File: src/rtl/ahbl_pkg.sv
// ----------------------------------------
// shared AHB-Lite types for a 32-bit bus with word transfers only.
// HRESP, HSIZE, HBURST and HPROT are not carried.
// ----------------------------------------
package ahbl_pkg;

    typedef logic [31:0] haddr_t;   // byte address on the bus.
    typedef logic [31:0] hdata_t;   // read or write data word.
    typedef logic [3:0]  page_t;    // 256 MB page taken from haddr[31:28].

    // AHB transfer type, bit 1 set means a real transfer.
    typedef enum logic [1:0] {
        HTRANS_IDLE   = 2'b00,
        HTRANS_BUSY   = 2'b01,
        HTRANS_NONSEQ = 2'b10,
        HTRANS_SEQ    = 2'b11
    } htrans_e;

    // request broadcast from the master port to every slave.
    typedef struct packed {
        haddr_t  haddr;     // address phase.
        htrans_e htrans;    // address phase.
        logic    hwrite;    // address phase.
        hdata_t  hwdata;    // data phase, one cycle after its address.
        logic    hready;    // bus level ready from the splitter.
    } ahbl_req_t;

    // response returned by each slave to the splitter.
    typedef struct packed {
        hdata_t hrdata;
        logic   hreadyout;
    } ahbl_rsp_t;

    // read data of any access to an unmapped page.
    localparam hdata_t UNMAPPED_DATA = 32'hBADDBEEF;

endpackage

File: src/rtl/ahbl_splitter.sv
// ----------------------------------------
// four slaves on four distinct 256 MB pages, the rest is unmapped.
// unmapped accesses finish at once with BADDBEEF and no error.
// ----------------------------------------
`timescale 1ns/1ps

module ahbl_splitter #(
    parameter ahbl_pkg::page_t PAGE_S0 = 4'h0,
    parameter ahbl_pkg::page_t PAGE_S1 = 4'h2,
    parameter ahbl_pkg::page_t PAGE_S2 = 4'h4,
    parameter ahbl_pkg::page_t PAGE_S3 = 4'h8
) (
    input  logic                HCLK,
    input  logic                HRESETn,

    input  ahbl_pkg::haddr_t    haddr,
    input  ahbl_pkg::htrans_e   htrans,
    output logic                hready,
    output ahbl_pkg::hdata_t    hrdata,

    output logic [3:0]          hsel,
    input  ahbl_pkg::ahbl_rsp_t slave_rsp [4]
);

    ahbl_pkg::page_t page;
    logic [3:0]      sel_d;    // slave that owns the current data phase.

    assign page = haddr[31:28];

    // address decode, combinational so the slave sees hsel in the address phase.
    always_comb begin
        hsel[0] = (page == PAGE_S0);
        hsel[1] = (page == PAGE_S1);
        hsel[2] = (page == PAGE_S2);
        hsel[3] = (page == PAGE_S3);
    end

    // the select moves to the data phase only when an address phase is accepted.
    always_ff @(posedge HCLK or negedge HRESETn) begin
        if (!HRESETn) begin
            sel_d <= 4'b0000;
        end else if (htrans[1] && hready) begin
            sel_d <= hsel;     // an unmapped page loads all zero.
        end
    end

    // response mux. With no slave selected the bus is ready and reads BADDBEEF.
    always_comb begin
        hready = 1'b1;
        hrdata = ahbl_pkg::UNMAPPED_DATA;
        for (int i = 0; i < 4; i++) begin
            if (sel_d[i]) begin
                hready = slave_rsp[i].hreadyout;
                hrdata = slave_rsp[i].hrdata;
            end
        end
    end

    // two slaves on the same page would make the response mux ambiguous.
    a_sel_d_onehot0: assert property (
        @(posedge HCLK) disable iff (!HRESETn)
        $onehot0(sel_d)
    ) else $error("data phase select is not one-hot: %b", sel_d);

endmodule

File: config.mk
export PLATFORM = sky130hd
export DESIGN_NAME = ahbl_splitter
export DESIGN_NICKNAME = d
export VERILOG_FILES = /design/src/rtl/ahbl_pkg.sv /design/src/rtl/ahbl_splitter.sv
export SDC_FILE = /design/constraint.sdc
export NUM_CORES = 1
export LEC_CHECK = 0
export BUFFER_PORTS_ARGS = -buffer_cell sky130_fd_sc_hd__buf_2
export CAP_MARGIN = 20
export CELL_PAD_IN_SITES_DETAIL_PLACEMENT = 0
export CELL_PAD_IN_SITES_GLOBAL_PLACEMENT = 1
export CORE_MARGIN = 10
export CORE_UTILIZATION = 15
export CTS_BUF_LIST = sky130_fd_sc_hd__clkbuf_8
export DETAILED_ROUTE_END_ITERATION = 7
export PLACE_DENSITY = 0.86
export SETUP_SLACK_MARGIN = 0.4
export SLEW_MARGIN = 15
export SYNTH_ARGS = -nofsm -noshare
export SYNTH_HDL_FRONTEND = slang
export SYNTH_SLANG_ARGS = --single-unit
File: constraint.sdc
create_clock -name HCLK -period 1.8 [get_ports HCLK]
set_input_delay 0.36 -clock HCLK [delete_from_list [all_inputs] [get_ports HCLK]]
set_output_delay 0.36 -clock HCLK [all_outputs]
set_load 0.05 [all_outputs]
==> results of run 1 <==
logic make-up (layout without fill, tap and decap cells):
group                  count (synthesis)  after routing  share of synthesized area (%)
buffers and inverters                 22            206                           7.92
flip-flops                             4              4                           8.57
AND/OR/NAND/NOR                       53             53                           26.1
AO/OA/AOI/OAI                         97             97                           55.5
multiplexers                           2              2                           1.93
what timing repair did:
item,4_1_cts,5_1_grt
resized for setup,132,32
buffers inserted,4,2
hold buffers,1,0
cloned,1,1
endpoints found under the hold margin,4,0
pin swaps,8,7
endpoints found under the setup margin,40,40
cell type report:
type / count / share of cell area (%)
Inverter: 3 / 0.443
Sequential cell: 4 / 2.86
Tap cell: 102 / 3.47
Clock inverter: 1 / 0.102
Clock buffer: 3 / 1.12
Multi-Input combinational cell: 152 / 51.2
Timing Repair Buffer: 199 / 40.8
path summary, 6_finish.rpt:
| kind | from | endpoint | slack, ns | depth (start not counted) |
|---|---|---|---|---|
| min in group asynchronous | HRESETn | sel_d[2] | 0.48 | 2 |
| hold reg to reg | sel_d[0] | sel_d[0] | 0.70 | 2 |
| max in group asynchronous | HRESETn | sel_d[0] | 1.18 | 2 |
| setup / recovery | sel_d[1] | hrdata[4] | -0.1 | 4 |
| setup reg to reg | sel_d[0] | sel_d[1] | 0.06 | 7 |
| hold / removal | slave_rsp[0] | sel_d[3] | 0.45 | 3 |
power groups by stage:
| stage | clock [mW] | combinational (mW) | sequential, mW |
|---|---|---|---|
| 3_5_place_dp | 0 | 1.04 | 0.103 |
| 4_1_cts | 0.198 | 1.31 | 0.104 |
| 3_3_place_gp | 0 | 1.03 | 0.103 |
| 6_report | 0.196 | 1.37 | 0.105 |
| 2_1_floorplan | 0 | 0.726 | 0.101 |
| 5_1_grt | 0.201 | 1.44 | 0.106 |
worst min-delay path, stage by stage:
cell	delay, ns
buf_2	0.10
nand2_1	0.05
a32o_1	0.12
layer usage:
metal	part of all wire, %	up-vias	global-route usage, %	wire length (um)
met4	1.8	0	3.86	157
li1	-	1081	-	-
met3	9.8	12	4.76	873
met1	36	1017	14.5	3170
met5	0	-	0	0
met2	53	103	24.6	4680
metrics by stage:
| step | instance area, um2 | setup TNS (ns) | instances | worst slack [ns] | hold WS [ns] |
|---|---|---|---|---|---|
| detailed placement | 2750 | -0.0259 | 451 | -0.0255 | 0.170 |
| global route | 3670 | -3.02 | 464 | -0.140 | 0.475 |
| CTS | 3500 | -2.15 | 461 | -0.109 | 0.445 |
| global placement | 2750 | 0 | 451 | 0.0183 | 0.166 |
| floorplan | 1680 | 0 | 178 | 0.0869 | 0.0644 |
| finish | 3670 | -1.26 | 464 | -0.0959 | 0.449 |
placed cells by master (no fill, tap or decap), types with 2 or more instances in the layout:
cell / instances
buf_2: 134
nor2_1: 5
o31ai_4: 8
buf_16: 2
mux2_4: 2
nand2_1: 10
dfrtp_2: 4
o221ai_4: 19
buf_8: 7
a221oi_4: 2
a21oi_4: 24
a21oi_1: 26
buf_4: 10
clkbuf_8: 3
inv_4: 2
nor4b_4: 3
a221oi_2: 6
nor2_2: 2
inv_1: 2
buf_6: 37
o211ai_1: 2
o221ai_2: 4
buf_12: 7
nor2b_1: 23
==> impl_metrics.tcl, run 1 <==
set metrics [dict create \
    drc_errors 0 \
    top_regs "sel_d x4" \
    nets 531 \
    fillers 734 \
    fin_crit_ns 1.90 \
    power_density_nw_per_um2 454 \
    swShare_pct 49.8 \
    crit_family "flip-flops" \
    post-route-period-util_pct 105 \
    rows 32 \
    ys_warn_count 0 \
    tightest_slew_ns 0.302 \
    utilization_pct 48.0 \
    n_antenna_cell 0 \
    wire_per_inst_um 19.1 \
    clkSinkCount 4 \
    p_switching_uw 831 \
    yosysMostFrequentCell "a21oi_1" \
    firstDrtPassIters 4 \
    start_util_pct 15.3 \
    relSlewSlack_pct 79.9 \
    crit_chain "and2b_4, a221oi_2, o31ai_4, buf_6" \
    cp_data_required_time_ns 1.44 \
    cp_max_fo 7 \
    cts.clk_slew.worst_paths_ns 0.04 \
    synth_top_area_cell "a21oi_1" \
    multi_input_comb_area_um2 1880 \
    avgSynthCellArea_um2 6.57 \
    yosysSeqAreaShare_pct 8.57 \
    synthToLayoutAreaGrowth_pct 214 \
    syn_inst 178 \
    die-area_um2 11700 \
    syn_area_um2 1170 \
    setup_viol 32 \
    place.gp.congestion 0.753 \
    finalWorstSetupSlack_ns -0.0959 \
    rsz0062_at_grt "yes" \
    outcome "finished with violations" \
    sequentialPowerShare_pct 6.3 \
    insertion_delay_ns 0.22 \
    min_path_type "in -> reg" \
    p_clk_share_pct 11.8 \
    path_class "reg -> out" \
    ant_nets 0 \
    ff_latch_area_um2 105 \
    hold_viol_final 0 \
    largest_reg_flops 4 \
    async_flop_share_pct 100 \
    violations "negative setup slack" \
    yosys-top-cells-area "a21oi_1 (22%), o221ai_1 (17%), nor2b_1 (13%)" \
    gr-total-overflow 0 \
    numPortBuffers 175 \
    io_pins 205 \
    ir_worst_vdd_mv 0.282 \
    cts_buffers 3 \
    worstPathArrival_ns 1.54 \
    core_area_um2 7650 \
    finClkSkew_ns 0.00716 \
    critPathSlowestCell "dfrtp_2" \
    vias 2213 \
    die_w_um 108 \
    die_h_um 108 \
    startpoint_type "flop" \
    netlist_top_cells_count "a21oi_1 (51), nor2b_1 (24), o221ai_1 (23)" \
    htree_levels 1 \
    yosys_register_bits 4 \
    synth_top_area_share_pct 21.8 \
    synth.distinct_cells 27 \
    synth_edf_count 0 \
    root_buffer "clkbuf_8" \
    finalPower_mw 1.67 \
    antenna_found_initial 0 \
    power.leakage_nw 1.51 \
    internal_power_uw 838 \
    hpwlAfterDp_mm 6.54 \
    first_iter_violations 70 \
    drv_cap 0 \
    grt_pass1_vias 2473 \
    grt_max_degree 42 \
    grt_pass1_wl_mm 12.8 \
    cpPeakStageDelay_ns 0.43 \
    largest-register "sel_d" \
    worstSetupEndpointType "primary output" \
    routed_wl_mm 8.88 \
    viasPerCell 4.77 \
    synthFlopType "dfrtp_1" \
    fmax_mhz 527 \
    slew_violations 0 \
    ctsLongestPathBuffers 2 \
    power_frac_comb_pct 82.0 \
    cp.buffers_inverters 1 \
    syn_nets 346 \
    cts_tree "built" \
    layout-drive-gt1-share_pct 79.0 \
    grt_usage_pct 13.5 \
]
Note: power is estimated with default switching activity, not from simulation.
==> run 2: changes to the inputs <==
--- a/config.mk
+++ b/config.mk
@@ -13,7 +13,8 @@
 export CORE_UTILIZATION = 15
 export CTS_BUF_LIST = sky130_fd_sc_hd__clkbuf_8
 export DETAILED_ROUTE_END_ITERATION = 7
-export PLACE_DENSITY = 0.86
+export GPL_TIMING_DRIVEN = 0
+export PLACE_DENSITY = 0.81
 export SETUP_SLACK_MARGIN = 0.4
 export SLEW_MARGIN = 15
 export SYNTH_ARGS = -nofsm -noshare
==> constraint.sdc (replaced) <==
create_clock -name HCLK -period 2 [get_ports HCLK]
set_input_delay 0.4 -clock HCLK [delete_from_list [all_inputs] [get_ports HCLK]]
set_output_delay 0.4 -clock HCLK [all_outputs]
set_load 0.05 [all_outputs]
==> run 2 against run 1 <==
  * The flow now finishes without violations
  * Die area is the same
  * Clock skew shrank 0.0065 ns
  * Via count grew 1.5%
  * Hold slack gained 0.038 ns
  * Critical path depth grew 1
  * Critical path type unchanged
==> impl_metrics.tcl, run 2 (synthesis results as in run 1) <==
set metrics [dict create \
    p_clk_share_pct 11.6 \
    outcome "complete, no violations" \
    wire_per_inst_um 19.2 \
    grt_max_degree 11 \
    path_class "reg -> out" \
    finalPower_mw 1.45 \
    core_area_um2 7650 \
    critPathSlowestCell "dfrtp_2" \
    final_cell_mix "buf_2 (138), a21oi_4 (24), nor2b_1 (24)" \
    largest-register "sel_d" \
    firstDrtPassIters 4 \
    clkSinkCount 4 \
    insertion_delay_ns 0.22 \
    first_iter_violations 68 \
    crit_chain "buf_4, nor3b_2, o31ai_4, and2_4, buf_8" \
    hold_ws_ns 0.487 \
    synthToLayoutAreaGrowth_pct 208 \
    n_antenna_cell 0 \
    fmax_mhz 518 \
    fin_crit_ns 1.93 \
    worstSetupEndpointType "primary output" \
    cp_data_required_time_ns 1.60 \
    cts_tree "built" \
    die_w_um 108 \
    final_cells 466 \
    largest_reg_flops 4 \
    hold_viol_final 0 \
    power.leakage_nw 1.48 \
    fillers 736 \
    placed_area_um2 2690 \
    place.gp.congestion 0.810 \
    finClkSkew_ns 0.000617 \
    internal_power_uw 713 \
    die-area_um2 11700 \
    final.setup.tns_ns 0 \
    die_h_um 108 \
    cts_buffers 3 \
    sequentialPowerShare_pct 6.5 \
    cp_max_fo 5 \
    startpoint_type "flop" \
    rsz0062_at_grt "yes" \
    rows 32 \
    power_density_nw_per_um2 403 \
    hpwlAfterDp_mm 7.19 \
    top_regs "sel_d x4" \
    ir_worst_vdd_mv 0.183 \
    power_frac_comb_pct 81.9 \
    grt_pass1_vias 2500 \
    antenna_found_initial 0 \
    utilization_pct 47.0 \
    ctsLongestPathBuffers 2 \
    swShare_pct 50.8 \
    htree_levels 1 \
    gr-total-overflow 0 \
    drc_errors 0 \
    fin_area_um2 3600 \
    min_path_type "in -> reg" \
    viasPerCell 4.82 \
    start_util_pct 15.3 \
    cts.clk_slew.worst_paths_ns 0.03 \
    grt_pass1_wl_mm 13.5 \
    io_pins 205 \
    grt_usage_pct 14.4 \
    finalWorstSetupSlack_ns 0.0702 \
    relSlewSlack_pct 75.4 \
    numPortBuffers 175 \
    multi_input_comb_area_um2 1890 \
    setup_viol 0 \
    vias 2247 \
    post-route-period-util_pct 96.5 \
    dp_worst_setup_slack_ns -0.261 \
    worstPathArrival_ns 1.53 \
    ff_latch_area_um2 104 \
    final_common_cell "buf_2" \
    drv_cap 0 \
    routed_wl_mm 8.96 \
    tightest_slew_ns 0.369 \
    slew_violations 0 \
    nets 534 \
    p_switching_uw 737 \
    cpPeakStageDelay_ns 0.44 \
    root_buffer "clkbuf_8" \
    dp_cells 455 \
    ant_nets 0 \
    layout-drive-gt1-share_pct 80.2 \
]
## run 2: cell types whose count changed in the layout (fill, tap and decap cells not counted), moves of 3 or more
cell and delta:
buf_12 -3, buf_6 -21, a21oi_1 -12, buf_2 +4, a21oi_2 +12, clkbuf_16 +3, clkbuf_4 +5, buf_4 +13
o221ai_2 -3
## run 2: worst paths after layout
kind	from	end	slack [ns]	cells after the start
max in group asynchronous	HRESETn	sel_d[0]	1.32	2
hold / removal	slave_rsp[0]	sel_d[3]	0.49	3
setup / recovery	sel_d[1]	hready	0.07	5
min in group asynchronous	HRESETn	sel_d[2]	0.54	2
hold reg to reg	sel_d[0]	sel_d[0]	0.70	2
setup reg to reg	sel_d[1]	sel_d[1]	0.46	5
## run 2: routing by layer
layer  vias up  track usage [%]  share of wire [%]
met1      1049             17.3                 39
met3         9             4.05                8.3
li1       1086                -                  -
met2       103             24.4                 52
met4         0             3.77                1.4
met5         -                0                  0
## run 2: worst max-delay path: cells and delay by family, from the launching register on
kind | cells | cell delay [ns]
AO/OA/AOI/OAI | 1 | 0.13
buffers and inverters | 2 | 0.29
flip-flops | 1 | 0.44
AND/OR/NAND/NOR | 2 | 0.44
## run 2: power groups by stage
stage	clock, mW	sequential, mW	combinational (mW)
2_1_floorplan	0	0.0908	0.652
3_3_place_gp	0	0.0931	0.924
3_5_place_dp	0	0.0934	0.934
4_1_cts	0.172	0.0947	1.15
5_1_grt	0.185	0.0952	1.26
6_report	0.169	0.0942	1.19
## run 2: cell type report
type                            count  share of cell area (%)
Multi-Input combinational cell    152                    52.6
Sequential cell                     4                    2.89
Timing Repair Buffer              183                    31.8
Inverter                            3                   0.800
Buffer                             19                    7.17
Clock buffer                        3                    1.15
Tap cell                          102                    3.55
## run 2: repair_timing
action,in CTS,in global routing
cloned,0,2
setup buffers,3,2
hold buffers,1,0
resized for setup,143,28
setup endpoints to repair,33,37
endpoints found under the hold margin,4,0
pin swaps,7,4
