$ cat config.mk
export PLATFORM = sky130hd
export DESIGN_NAME = ahbl_fifo
export DESIGN_NICKNAME = d
export VERILOG_FILES = /design/src/rtl/ahbl_pkg.sv /design/src/rtl/ahbl_fifo.sv
export SDC_FILE = /design/constraint.sdc
export NUM_CORES = 1
export LEC_CHECK = 0
export ABC_CLOCK_PERIOD_IN_PS = 5410
export BUFFER_PORTS_ARGS = -buffer_cell sky130_fd_sc_hd__buf_2
export CORE_MARGIN = 2
export CORE_UTILIZATION = 60
export CTS_CLUSTER_DIAMETER = 100
export DETAILED_ROUTE_END_ITERATION = 16
export GPL_TIMING_DRIVEN = 0
export PLACE_DENSITY = 0.88
export SYNTH_ARGS = -nofsm -noshare
export SYNTH_HDL_FRONTEND = slang
export SYNTH_SLANG_ARGS = --single-unit
$ cat constraint.sdc
create_clock -name HCLK -period 5.41 [get_ports HCLK]
set_clock_uncertainty 0.05 [all_clocks]
set_input_delay 0.8115 -clock HCLK [delete_from_list [all_inputs] [get_ports HCLK]]
set_output_delay 0.8115 -clock HCLK [all_outputs]
set_load 0.03 [all_outputs]
$ cat src/rtl/ahbl_pkg.sv
// ----------------------------------------
// shared AHB-Lite types for a 32-bit bus with word transfers only.
// HRESP, HSIZE, HBURST and HPROT are not carried.
// ----------------------------------------
package ahbl_pkg;

    typedef logic [31:0] haddr_t;   // byte address on the bus.
    typedef logic [31:0] hdata_t;   // read or write data word.
    typedef logic [3:0]  page_t;    // 256 MB page taken from haddr[31:28].

    // AHB transfer type, bit 1 set means a real transfer.
    typedef enum logic [1:0] {
        HTRANS_IDLE   = 2'b00,
        HTRANS_BUSY   = 2'b01,
        HTRANS_NONSEQ = 2'b10,
        HTRANS_SEQ    = 2'b11
    } htrans_e;

    // request broadcast from the master port to every slave.
    typedef struct packed {
        haddr_t  haddr;     // address phase.
        htrans_e htrans;    // address phase.
        logic    hwrite;    // address phase.
        hdata_t  hwdata;    // data phase, one cycle after its address.
        logic    hready;    // bus level ready from the splitter.
    } ahbl_req_t;

    // response returned by each slave to the splitter.
    typedef struct packed {
        hdata_t hrdata;
        logic   hreadyout;
    } ahbl_rsp_t;

    // read data of any access to an unmapped page.
    localparam hdata_t UNMAPPED_DATA = 32'hBADDBEEF;

endpackage

$ cat src/rtl/ahbl_fifo.sv
// ----------------------------------------
// offset 0 pushes on write and pops on read, offset 4 reads the count.
// a read when empty gives 0 and a write when full is dropped.
// ----------------------------------------
`timescale 1ns/1ps

module ahbl_fifo #(
    parameter int DEPTH_LOG2 = 4
) (
    input  logic                HCLK,
    input  logic                HRESETn,

    input  logic                hsel,
    input  ahbl_pkg::ahbl_req_t req,
    output ahbl_pkg::ahbl_rsp_t rsp
);

    localparam int DEPTH = 2**DEPTH_LOG2;

    typedef logic [DEPTH_LOG2-1:0] ptr_t;
    typedef logic [DEPTH_LOG2:0]   count_t;

    ptr_t             wr_ptr;
    ptr_t             rd_ptr;
    count_t           count;
    logic             accept;
    logic             active_q;     // this slave owns the current data phase.
    logic             write_q;
    logic             count_reg_q;  // data phase targets the count register.
    logic             empty;
    logic             full;
    logic             push;
    logic             pop;
    ahbl_pkg::hdata_t mem [DEPTH];

    assign accept = hsel && req.htrans[1] && req.hready;
    assign empty  = (count == '0);
    assign full   = (count == count_t'(DEPTH));

    // phase information for the data phase that follows.
    always_ff @(posedge HCLK or negedge HRESETn) begin
        if (!HRESETn) begin
            active_q    <= 1'b0;
            write_q     <= 1'b0;
            count_reg_q <= 1'b0;
        end else begin
            active_q <= accept;
            if (accept) begin
                write_q     <= req.hwrite;
                count_reg_q <= req.haddr[2];
            end
        end
    end

    // the data phase always completes in one cycle, so it acts right away.
    assign push = active_q && write_q && !count_reg_q && !full;
    assign pop  = active_q && !write_q && !count_reg_q && !empty;

    always_ff @(posedge HCLK or negedge HRESETn) begin
        if (!HRESETn) begin
            wr_ptr <= '0;
            rd_ptr <= '0;
            count  <= '0;
        end else begin
            if (push) begin
                wr_ptr <= wr_ptr + 1'b1;    // wraps at DEPTH.
            end
            if (pop) begin
                rd_ptr <= rd_ptr + 1'b1;
            end
            case ({push, pop})
                2'b10:   count <= count + 1'b1;
                2'b01:   count <= count - 1'b1;
                default: count <= count;
            endcase
        end
    end

    always_ff @(posedge HCLK) begin
        if (push) begin
            mem[wr_ptr] <= req.hwdata;
        end
    end

    // read data follows the latched offset, a pop shows the head entry.
    always_comb begin
        if (count_reg_q) begin
            rsp.hrdata = ahbl_pkg::hdata_t'(count);
        end else if (empty) begin
            rsp.hrdata = '0;
        end else begin
            rsp.hrdata = mem[rd_ptr];
        end
    end

    assign rsp.hreadyout = 1'b1;    // zero wait, never stalls the bus.

    a_count_bound: assert property (
        @(posedge HCLK) disable iff (!HRESETn)
        count <= count_t'(DEPTH)
    ) else $error("fifo count %0d exceeds depth %0d", count, DEPTH);

endmodule

==> key figures, run 1 <==
Outcome
  • Outcome: finished clean

Floorplanning
  • Rows: 67
  • Die height: 189 um
  • IO Pins: 104
  • Core area: 33600 um2
  • Die area: approximately 36000 um2
  • Initial Util: 0.611
  • DIE WIDTH: between 150 and 200 um

Clock tree
  • Post-CTS sizing: 0
  • Hold buffer count at cts: 0
  • Total CTS buffers: 49
  • Deepest clock path buffer count: 3
  • Post-CTS Setup Bufs: 0
  • H-tree Lvls: 2
  • Root buffer cell: clkbuf_16
  • Clock sinks: 528
  • Worst skew pair latency: 0.56 ns
  • Clock-pin slew on the worst setup and hold paths: 0.07 ns
  • CTS tree: yes

Critical path
  • Delay-heaviest family, CP: buffers and inverters
  • CP peak stage delay: 0.59 ns
  • Worst Path Required: 4.55 ns
  • Largest fanout on the critical path: 10
  • CP max-delay cell: clkbuf_1
  • Crit-path cells: buf_4 -> buf_4 -> buf_2 -> clkbuf_1 -> a211oi_1 -> a211oi_1 -> buf_2
  • CP startpoint kind: register
  • Buffer and inverter count on the worst path: 5
  • Setup crit end kind: output pin
  • WP data arrival: 3.37 ns
  • Crit Path Category: register to output pin

Synthesis
  • Yosys reg bits: 528
  • Synth unique cells: 37
  • Post-synth top cells: 512 x edfxtp_1, 132 x mux4_2, 54 x a211oi_1
  • Top-count cell post-synth: edfxtp_1
  • Simple-gate share of the synthesized area: 0.0184
  • Leading area contributor after synthesis: edfxtp_1
  • Synthesized instance count: ~900
  • Largest family of logic cells by synthesized area: multiplexers
  • Synth area leaders: edfxtp_1 75%, mux4_2 14%, a211oi_1 2.0%
  • Yosys top cell area share: 0.748
  • Async SR Flop Fraction: 0.0303
  • EDFF count, synth: roughly 500
  • Syn_area_per_cell: 22.4 um2
  • Post-synth top flop: edfxtp_1
  • Adder-cell area share of the yosys netlist: 0.00548
  • Post-synthesis compound-gate area fraction: 0.0267
  • Post-synthesis mux area share: 0.161
  • Seq/Total Area, Yosys: 0.768
  • Post-Syn Nets: 997
  • Post-Synthesis Cell Area: 20600 um2
  • Xor-xnor portion of the synthesized cell area: 0.00511
  • Synth warn: 0

Run
  • Max Cap Viol: 0

Final layout
  • Share of layout cells above drive strength 1: 0.325
  • Post-route insts no fill: 1549
  • Filler instances: 1839
  • Core Util, Final: 0.703
  • Area Growth Syn to Fin: 15.1%
  • Final net count: 1144

Placement
  • Post-DP HPWL: between 20 and 30 mm
  • Inst Count DP: 1461
  • Placer Congestion: a little under 0.8
  • PortBufs: 70

Timing
  • Worst Max-Slew Pin Slew: 1.13 ns
  • Min Tclk post-route: roughly 4.2 ns
  • Max-slew violation count: 0
  • Worst slew margin: 0.241
  • Tcrit/Tclk final: 0.782
  • RSZ-0062 raised after global routing: no
  • Final Hold Fails: 0
  • Setup TNS: 0 ns
  • Final setup violation count: 0
  • Max Fclk: between 200 and 250 MHz

Detailed routing
  • Final ANT Viol Nets: 0
  • Initial DRC Count: 1336
  • DR vias: 10300
  • Wirelength per Cell: 31.0 um
  • Initial DRT Pass Iterations: 5
  • WL final: 48.0 mm
  • # DRC: 0
  • Vias per Instance: 6.64

Power
  • Tot Pwr: 10.6 mW
  • Leakage: 7.50 nW
  • Power Density: 448 nW/um2
  • Peak VDD IR: 0.329 mV

GRT
  • Vias in the first global route: 10600
  • Total track usage: 0.273
  • First-pass GRT wire length: just under 70 mm
  • GRT overflow: 0
  • Initial antenna violation count: 0
  • Largest net degree at the start of global routing: 27

Worst hold path
  • Worst Hold Class: input pin to async pin
[power by group]
group	leakage (nW)	switching [mW]	internal, mW
sequential	4.80	0.0420	4.54
combinational	1.90	1.45	1.06
clock	0.796	1.46	2.05
[cells by family after synthesis]
family | after synthesis
compound gates | 72
xor+xnor | 12
fa+ha+maj | 9
buf+inv | 61
flops | 528
mux | 166
other cells | 1
simple gates | 68
[state kept, by name (all words and copies together) (netlist names)]
signal and count:
active_q 1, wr_ptr 4, count 5, rd_ptr 4, write_q 1, mem 512, count_reg_q 1
[layout make-up]
cell class | count | area [um2] | area share
multi-input cells | 328 | 4580 | 0.194
diodes | 1 | 2.50 | 0.000106
flip-flops and latches | 528 | 15800 | 0.667
repair buffers | 96 | 805 | 0.0340
clock inverters | 26 | 303 | 0.0128
well taps | 448 | 561 | 0.0237
clock buffers | 61 | 1310 | 0.0556
inverters | 5 | 18.8 | 0.000794
plain buffers | 56 | 290 | 0.0123
[worst reg2reg max path: cells and delay by family, from the launching register on]
kind	cells	cell delay, ns
flip-flops	1	0.32
AO/OA/AOI/OAI	1	0.61
AND/OR/NAND/NOR	3	1.49
buffers and inverters	3	0.77
[final timing paths]
kind                                       start                       to  slack, ns  depth (start not counted)
max                        rd_ptr[3]$_DFFE_PN0P_                  rsp[31]       1.18                          7
min                                      HRESETn     count[1]$_DFFE_PN0P_       0.12                          1
max reg2reg                 count[2]$_DFFE_PN0P_     mem[2][22]$_DFFE_PP_       1.85                          7
min reg2reg                 count[0]$_DFFE_PN0P_     count[0]$_DFFE_PN0P_       0.56                          1
max in group asynchronous                HRESETn    rd_ptr[2]$_DFFE_PN0P_       4.89                          1
min in group HCLK                        req[38]  count_reg_q$_DFFE_PN0P_       0.44                          2
[metrics by stage]
| stage | hold slack, ns | worst slack [ns] | area, um2 |
|---|---|---|---|
| after floorplan | 0.466 | 1.30 | 20600 |
| after global placement | 0.529 | -1.11 | 21500 |
| after detailed placement | 0.556 | 1.90 | 22000 |
| after CTS | 0.119 | 1.21 | 23600 |
| after global routing | 0.140 | 1.08 | 23600 |
| final | 0.123 | 1.18 | 23600 |
[metal layers]
metal  part of all wire  GRT usage  vias to the layer above
met5                  0          0                        -
met4              0.032     0.0950                        0
met3              0.091     0.0450                      103
met2               0.51      0.455                      690
met1               0.37      0.373                     5343
li1                   -          -                     4144
[cell usage in the layout, fill, tap and decap left out, types with 9 or more instances in the layout]
cell       instances
clkbuf_1          25
edfxtp_1         512
mux4_2           132
clkinv_2           9
buf_4             13
clkbuf_16         51
dfrtp_1           16
buf_6             13
buf_2             95
a211oi_1          54
ha_1               9
nor2_4            12
mux2i_1           30
nor2b_1           28
No activity file was read; power rests on OpenSTA's default activity.
==> run 2: changes to the inputs <==
- ABC_CLOCK_PERIOD_IN_PS: 5410 -> 3990
- clock period: 5.41 -> 3.99 ns (I/O delays scaled with it)
==> key figures, run 2 (synthesis gave the netlist of run 1 again) <==
GRT
  • Total track usage: 0.273
  • Met2 Usage GRT: 0.464
  • GRT overflow: 0
  • Initial antenna violation count: 1
  • Met3 Resource Use GR: 0.0462
  • Vias in the first global route: 10600
  • Met1 usage: 0.366
  • First-pass GRT wire length: 69.8 mm
  • Largest net degree at the start of global routing: 27
  • Layer with the highest usage: met2

Detailed routing
  • Final ANT Viol Nets: 0
  • # DRC: 0
  • Wirelength per Cell: 30.9 um
  • DR vias: 10300
  • Initial DRT Pass Iterations: 5
  • WL final: 47.6 mm
  • Initial DRC Count: 1407
  • Vias per Instance: 6.69

Final layout
  • Final Instance Area: ~24000 um2
  • Max reg flops: between 500 and 600
  • Largest Register: mem
  • Regs by FF count: mem: 512 flops, count: 5 flops
  • Register Area: ~16000 um2
  • Most frequent cells in the layout: 512 x edfxtp_1, 132 x mux4_2, 95 x buf_2, 54 x a211oi_1, 49 x clkbuf_16
  • Filler instances: 1869
  • Final net count: 1139
  • Commonest non-fill, non-tap cell in the layout: edfxtp_1
  • Area Growth Syn to Fin: 14.7%
  • Share of layout cells above drive strength 1: 0.319
  • Multi-input gate area in the final layout: roughly 4600 um2

Placement
  • Placer Congestion: 0.735
  • PortBufs: 70
  • Dpl cell area: 22100 um2
  • Post-DP HPWL: 28.8 mm

Clock tree
  • Root buffer cell: clkbuf_16
  • Clock-pin slew on the worst setup and hold paths: 0.07 ns
  • Deepest clock path buffer count: 3
  • Worst skew pair latency: approximately 0.57 ns
  • H-tree Lvls: 2
  • Total CTS buffers: 49
  • Clock sinks: 528
  • CTS tree: yes

Floorplanning
  • Die height: 189 um
  • Rows: 67
  • Die area: 35700 um2
  • Core area: 33600 um2
  • Initial Util: 0.611
  • DIE WIDTH: 189 um
  • IO Pins: about 100

Worst hold path
  • Worst Hold Class: input pin to register
  • Hold path start: req[33]

Critical path
  • CP peak stage delay: 0.54 ns
  • WP data arrival: roughly 3.2 ns
  • Delay-heaviest family, CP: buffers and inverters
  • CP max-delay cell: buf_1
  • Crit Path Category: register to output pin
  • Largest fanout on the critical path: 10
  • Reg2reg start: count[2]$_DFFE_PN0P_
  • Worst Setup SP: rd_ptr[3]$_DFFE_PN0P_
  • Worst Path Required: ~3.3 ns
  • CP startpoint kind: register
  • Setup crit end kind: output pin
  • Crit-path cells: buf_4 -> buf_4 -> buf_2 -> buf_1 -> a211oi_1 -> a211oi_1 -> buf_2
  • Buffer and inverter count on the worst path: 5

Timing
  • Min Tclk post-route: 3.85 ns
  • Max-slew violation count: 0
  • Max Fclk: 260 MHz
  • Hold WS: 0.219 ns
  • RSZ-0062 raised after global routing: no
  • Final setup violation count: 0
  • Worst slew margin: 0.428
  • Worst Max-Slew Pin Slew: roughly 0.86 ns
  • Tcrit/Tclk final: 0.964
  • Final Hold Fails: 0

Run
  • Max Cap Viol: 0

Power
  • Peak VDD IR: 0.445 mV
  • Power Density: 594 nW/um2
  • Leakage: 7.41 nW

Outcome
  • Outcome: finished clean
-- run 2: worst paths after layout --
kind	end	slack (ns)	cells past startpoint
max	rsp[13]	0.14	7
min	write_q$_DFFE_PN0P_	0.22	2
max reg2reg	count[4]$_DFFE_PN0P_	0.70	12
min reg2reg	wr_ptr[3]$_DFFE_PN0P_	0.60	2
max in group asynchronous	rd_ptr[2]$_DFFE_PN0P_	3.15	2
min in group asynchronous	rd_ptr[1]$_DFFE_PN0P_	0.45	2
-- run 2: area by class of cell --
| cell class | instances | area share |
|---|---|---|
| Antenna cell | 1 | 0.000106 |
| Clock buffer | 59 | 0.0549 |
| Sequential cell | 528 | 0.669 |
| Tap cell | 448 | 0.0238 |
| Inverter | 5 | 0.000796 |
| Multi-Input combinational cell | 328 | 0.195 |
| Timing Repair Buffer | 91 | 0.0361 |
| Buffer | 56 | 0.0125 |
| Clock inverter | 26 | 0.00717 |
-- run 2: timing repair --
item / 4_1_cts / 5_1_grt
endpoints found under the setup margin: 1 / 1
hold buffers: 1 / 0
gates cloned: 0 / 0
endpoints found under the hold margin: 16 / 0
resized for setup: 1 / 4
setup buffers: 0 / 0
-- run 2: power by group --
part	switching (mW)	total, mW	internal (mW)	leakage [nW]
clock network	1.99	4.36	2.37	0.714
registers	0.0631	6.22	6.16	4.80
logic	1.97	3.42	1.44	1.89
total	4.02	14.0	9.97	7.41
-- run 2: routing by layer --
| metal | wire [um] | share of wire | vias to the layer above |
|---|---|---|---|
| li1 | - | - | 4144 |
| met1 | 17100 | 0.36 | 5385 |
| met2 | 24800 | 0.52 | 700 |
| met3 | 4420 | 0.093 | 93 |
| met4 | 1280 | 0.027 | 0 |
| met5 | 0 | 0 | - |
-- run 2: per-stage QoR --
| stage | std cells | worst slack, ns | total power, mW | util | TNS (ns) |
|---|---|---|---|---|---|
| 6_report | 1542 | 0.144 | 14.0 | 0.701 | 0 |
| 5_1_grt | 1541 | 0.0102 | 14.4 | 0.701 | 0 |
| 3_5_place_dp | 1455 | 0.644 | 9.71 | 0.657 | 0 |
| 3_3_place_gp | 1435 | -0.826 | 9.56 | 0.639 | -344.12 |
| 4_1_cts | 1541 | 0.0630 | 14.0 | 0.701 | 0 |
| 2_1_floorplan | 917 | 0.737 | 8.73 | - | 0 |
-- run 2: worst reg2reg max path, delay by kind of cell, from the launching register on --
kind / cells / cell delay (ns)
adder cells (fa/ha/maj): 2 / 0.41
AND/OR/NAND/NOR: 1 / 0.59
XOR/XNOR: 2 / 0.28
flip-flops: 1 / 0.36
buffers and inverters: 3 / 0.64
AO/OA/AOI/OAI: 4 / 0.89
==> run 3: changes to the inputs <==
- CORE_UTILIZATION: 60 -> 55
- PLACE_DENSITY: 0.88 -> 0.83
==> key figures, run 3 (synthesis gave the netlist of run 1 again) <==
Final layout
  • Commonest non-fill, non-tap cell in the layout: edfxtp_1
  • Regs by FF count: mem: 512 flops, count: 5 flops
  • Final Instance Area: between 20000 and 25000 um2
  • Most frequent cells in the layout: 512 x edfxtp_1, 132 x mux4_2, 96 x buf_2, 53 x a211oi_1, 52 x clkbuf_16
  • Area Growth Syn to Fin: 16.0%
  • Final net count: roughly 1100
  • Antenna diodes: 0
  • Post-route insts no fill: 1571
  • Max reg flops: 512
  • Largest Register: mem
  • Share of layout cells above drive strength 1: 0.330

Clock tree
  • CTS tree: yes
  • Clock sinks: 528
  • H-tree Lvls: 2
  • Root buffer cell: clkbuf_16
  • Total CTS buffers: 51
  • Worst skew pair latency: 0.58 ns
  • Deepest clock path buffer count: 3
  • Clock-pin slew on the worst setup and hold paths: 0.06 ns
  • Post-CTS Setup Bufs: 0

Timing
  • Max Fclk: 253 MHz
  • Final Hold Fails: 0
  • Final setup violation count: 0
  • Max-slew violation count: 0
  • Worst Max-Slew Pin Slew: 0.972 ns
  • Tcrit/Tclk final: 0.992
  • Hold WS: 0.215 ns
  • Min Tclk post-route: 3.96 ns
  • Worst slew margin: 0.350

Worst hold path
  • Hold Crit Depth: 2
  • Hold path start: req[38]
  • Worst Hold Class: input pin to register

Critical path
  • Reg2reg start: count_reg_q$_DFFE_PN0P_
  • Worst R2R End: mem[1][10]$_DFFE_PP_
  • Worst Setup SP: rd_ptr[2]$_DFFE_PN0P_
  • Crit Path Category: register to output pin
  • CP endpoint: rsp[32]
  • CP startpoint kind: register
  • Worst Path Required: 3.34 ns
  • Setup crit end kind: output pin
  • Largest fanout on the critical path: 10
  • Cell count of the worst reg-to-reg path: 7
  • WP data arrival: between 3 and 4 ns
  • R2r setup slk: 0.45 ns

GRT
  • GRT overflow: 0
  • Largest net degree at the start of global routing: 24
  • Initial antenna violation count: 3
  • Vias in the first global route: between 10000 and 15000
  • First-pass GRT wire length: roughly 69 mm
  • Total track usage: 0.247

Placement
  • Inst Count DP: 1475
  • Post-DP HPWL: 27.7 mm
  • Dpl cell area: roughly 22000 um2
  • Placer Congestion: 0.753
  • PortBufs: 70

Detailed routing
  • WL final: 46.5 mm
  • Initial DRT Pass Iterations: 5
  • Vias per Instance: 6.48
  • # DRC: 0
  • DR vias: 10200
  • Wirelength per Cell: 29.6 um
  • Final ANT Viol Nets: 0
  • Initial DRC Count: 1105

Power
  • Power Density: 612 nW/um2
  • Leakage: roughly 7.5 nW
  • Peak VDD IR: 0.366 mV
  • Tot Pwr: approximately 15 mW

Outcome
  • Outcome: finished clean

Floorplanning
  • IO Pins: approximately 100
  • Core area: 36700 um2
  • Rows: 70
  • Die area: a little under 40000 um2
  • Die height: 197 um
  • DIE WIDTH: 197 um
  • Initial Util: 0.560

Run
  • Max Cap Viol: 0
## run 3: cell count changes in the layout (fill, tap and decap cells not counted), moves of 2 or more
cell,change
clkinv_2,+5
buf_8,-2
buf_12,+7
clkbuf_8,-3
clkbuf_1,+2
buf_16,-5
bufinv_16,+7
clkbuf_16,+3
clkinv_1,-5
## run 3: routing by layer
| layer | vias up | GRT usage | share of wire |
|---|---|---|---|
| met2 | 594 | 0.409 | 0.50 |
| met5 | - | 0 | 0.00082 |
| met1 | 5308 | 0.336 | 0.38 |
| met4 | 6 | 0.0816 | 0.030 |
| li1 | 4158 | - | - |
| met3 | 116 | 0.0492 | 0.094 |
## run 3: how the worst min path moves through the flow
| stage | endpoint |
|---|---|
| floorplan | active_q$_DFF_PN0_ |
| global placement | count[2]$_DFFE_PN0P_ |
| detailed placement | count[2]$_DFFE_PN0P_ |
| CTS | count_reg_q$_DFFE_PN0P_ |
| global route | write_q$_DFFE_PN0P_ |
| finish | count_reg_q$_DFFE_PN0P_ |
## run 3: cell type report
cell class	instances	area [um2]
Inverter	5	18.8
Timing Repair Buffer	91	823
Sequential cell	528	15800
Clock inverter	34	389
Fill cell	2245	12900
Buffer	56	295
Multi-Input combinational cell	328	4610
Clock buffer	61	1340
Tap cell	468	586
## run 3: per-stage QoR
stage / util / setup slack, ns / setup TNS, ns
2_1_floorplan: - / 0.737 / 0
3_3_place_gp: 0.586 / -1.04 / -433.26
3_5_place_dp: 0.602 / 0.539 / 0
4_1_cts: 0.649 / 0.0184 / 0
5_1_grt: 0.649 / -0.0360 / -0.0360
6_report: 0.649 / 0.0324 / 0
## run 3: repair_timing
item	in CTS	in global routing
gates cloned	0	0
hold buffers	1	0
setup endpoints to repair	2	2
gates resized for setup	2	5
endpoints found under the hold margin	16	0
## run 3: critical path, stage by stage (launching register included)
cell	delay, ns
dfrtp_1	0.50
buf_4	0.30
buf_4	0.26
buf_2	0.42
mux4_2	0.29
mux2i_1	0.09
a211oi_1	0.56
buf_2	0.31
## run 3: report_power, final
part           leakage (nW)  internal, mW  switching (mW)  total (mW)
logic                  1.88          1.45            1.95        3.40
clock network         0.840          2.91            2.04        4.96
registers              4.80          6.16          0.0596        6.22
total                  7.52          10.5            4.06        14.6
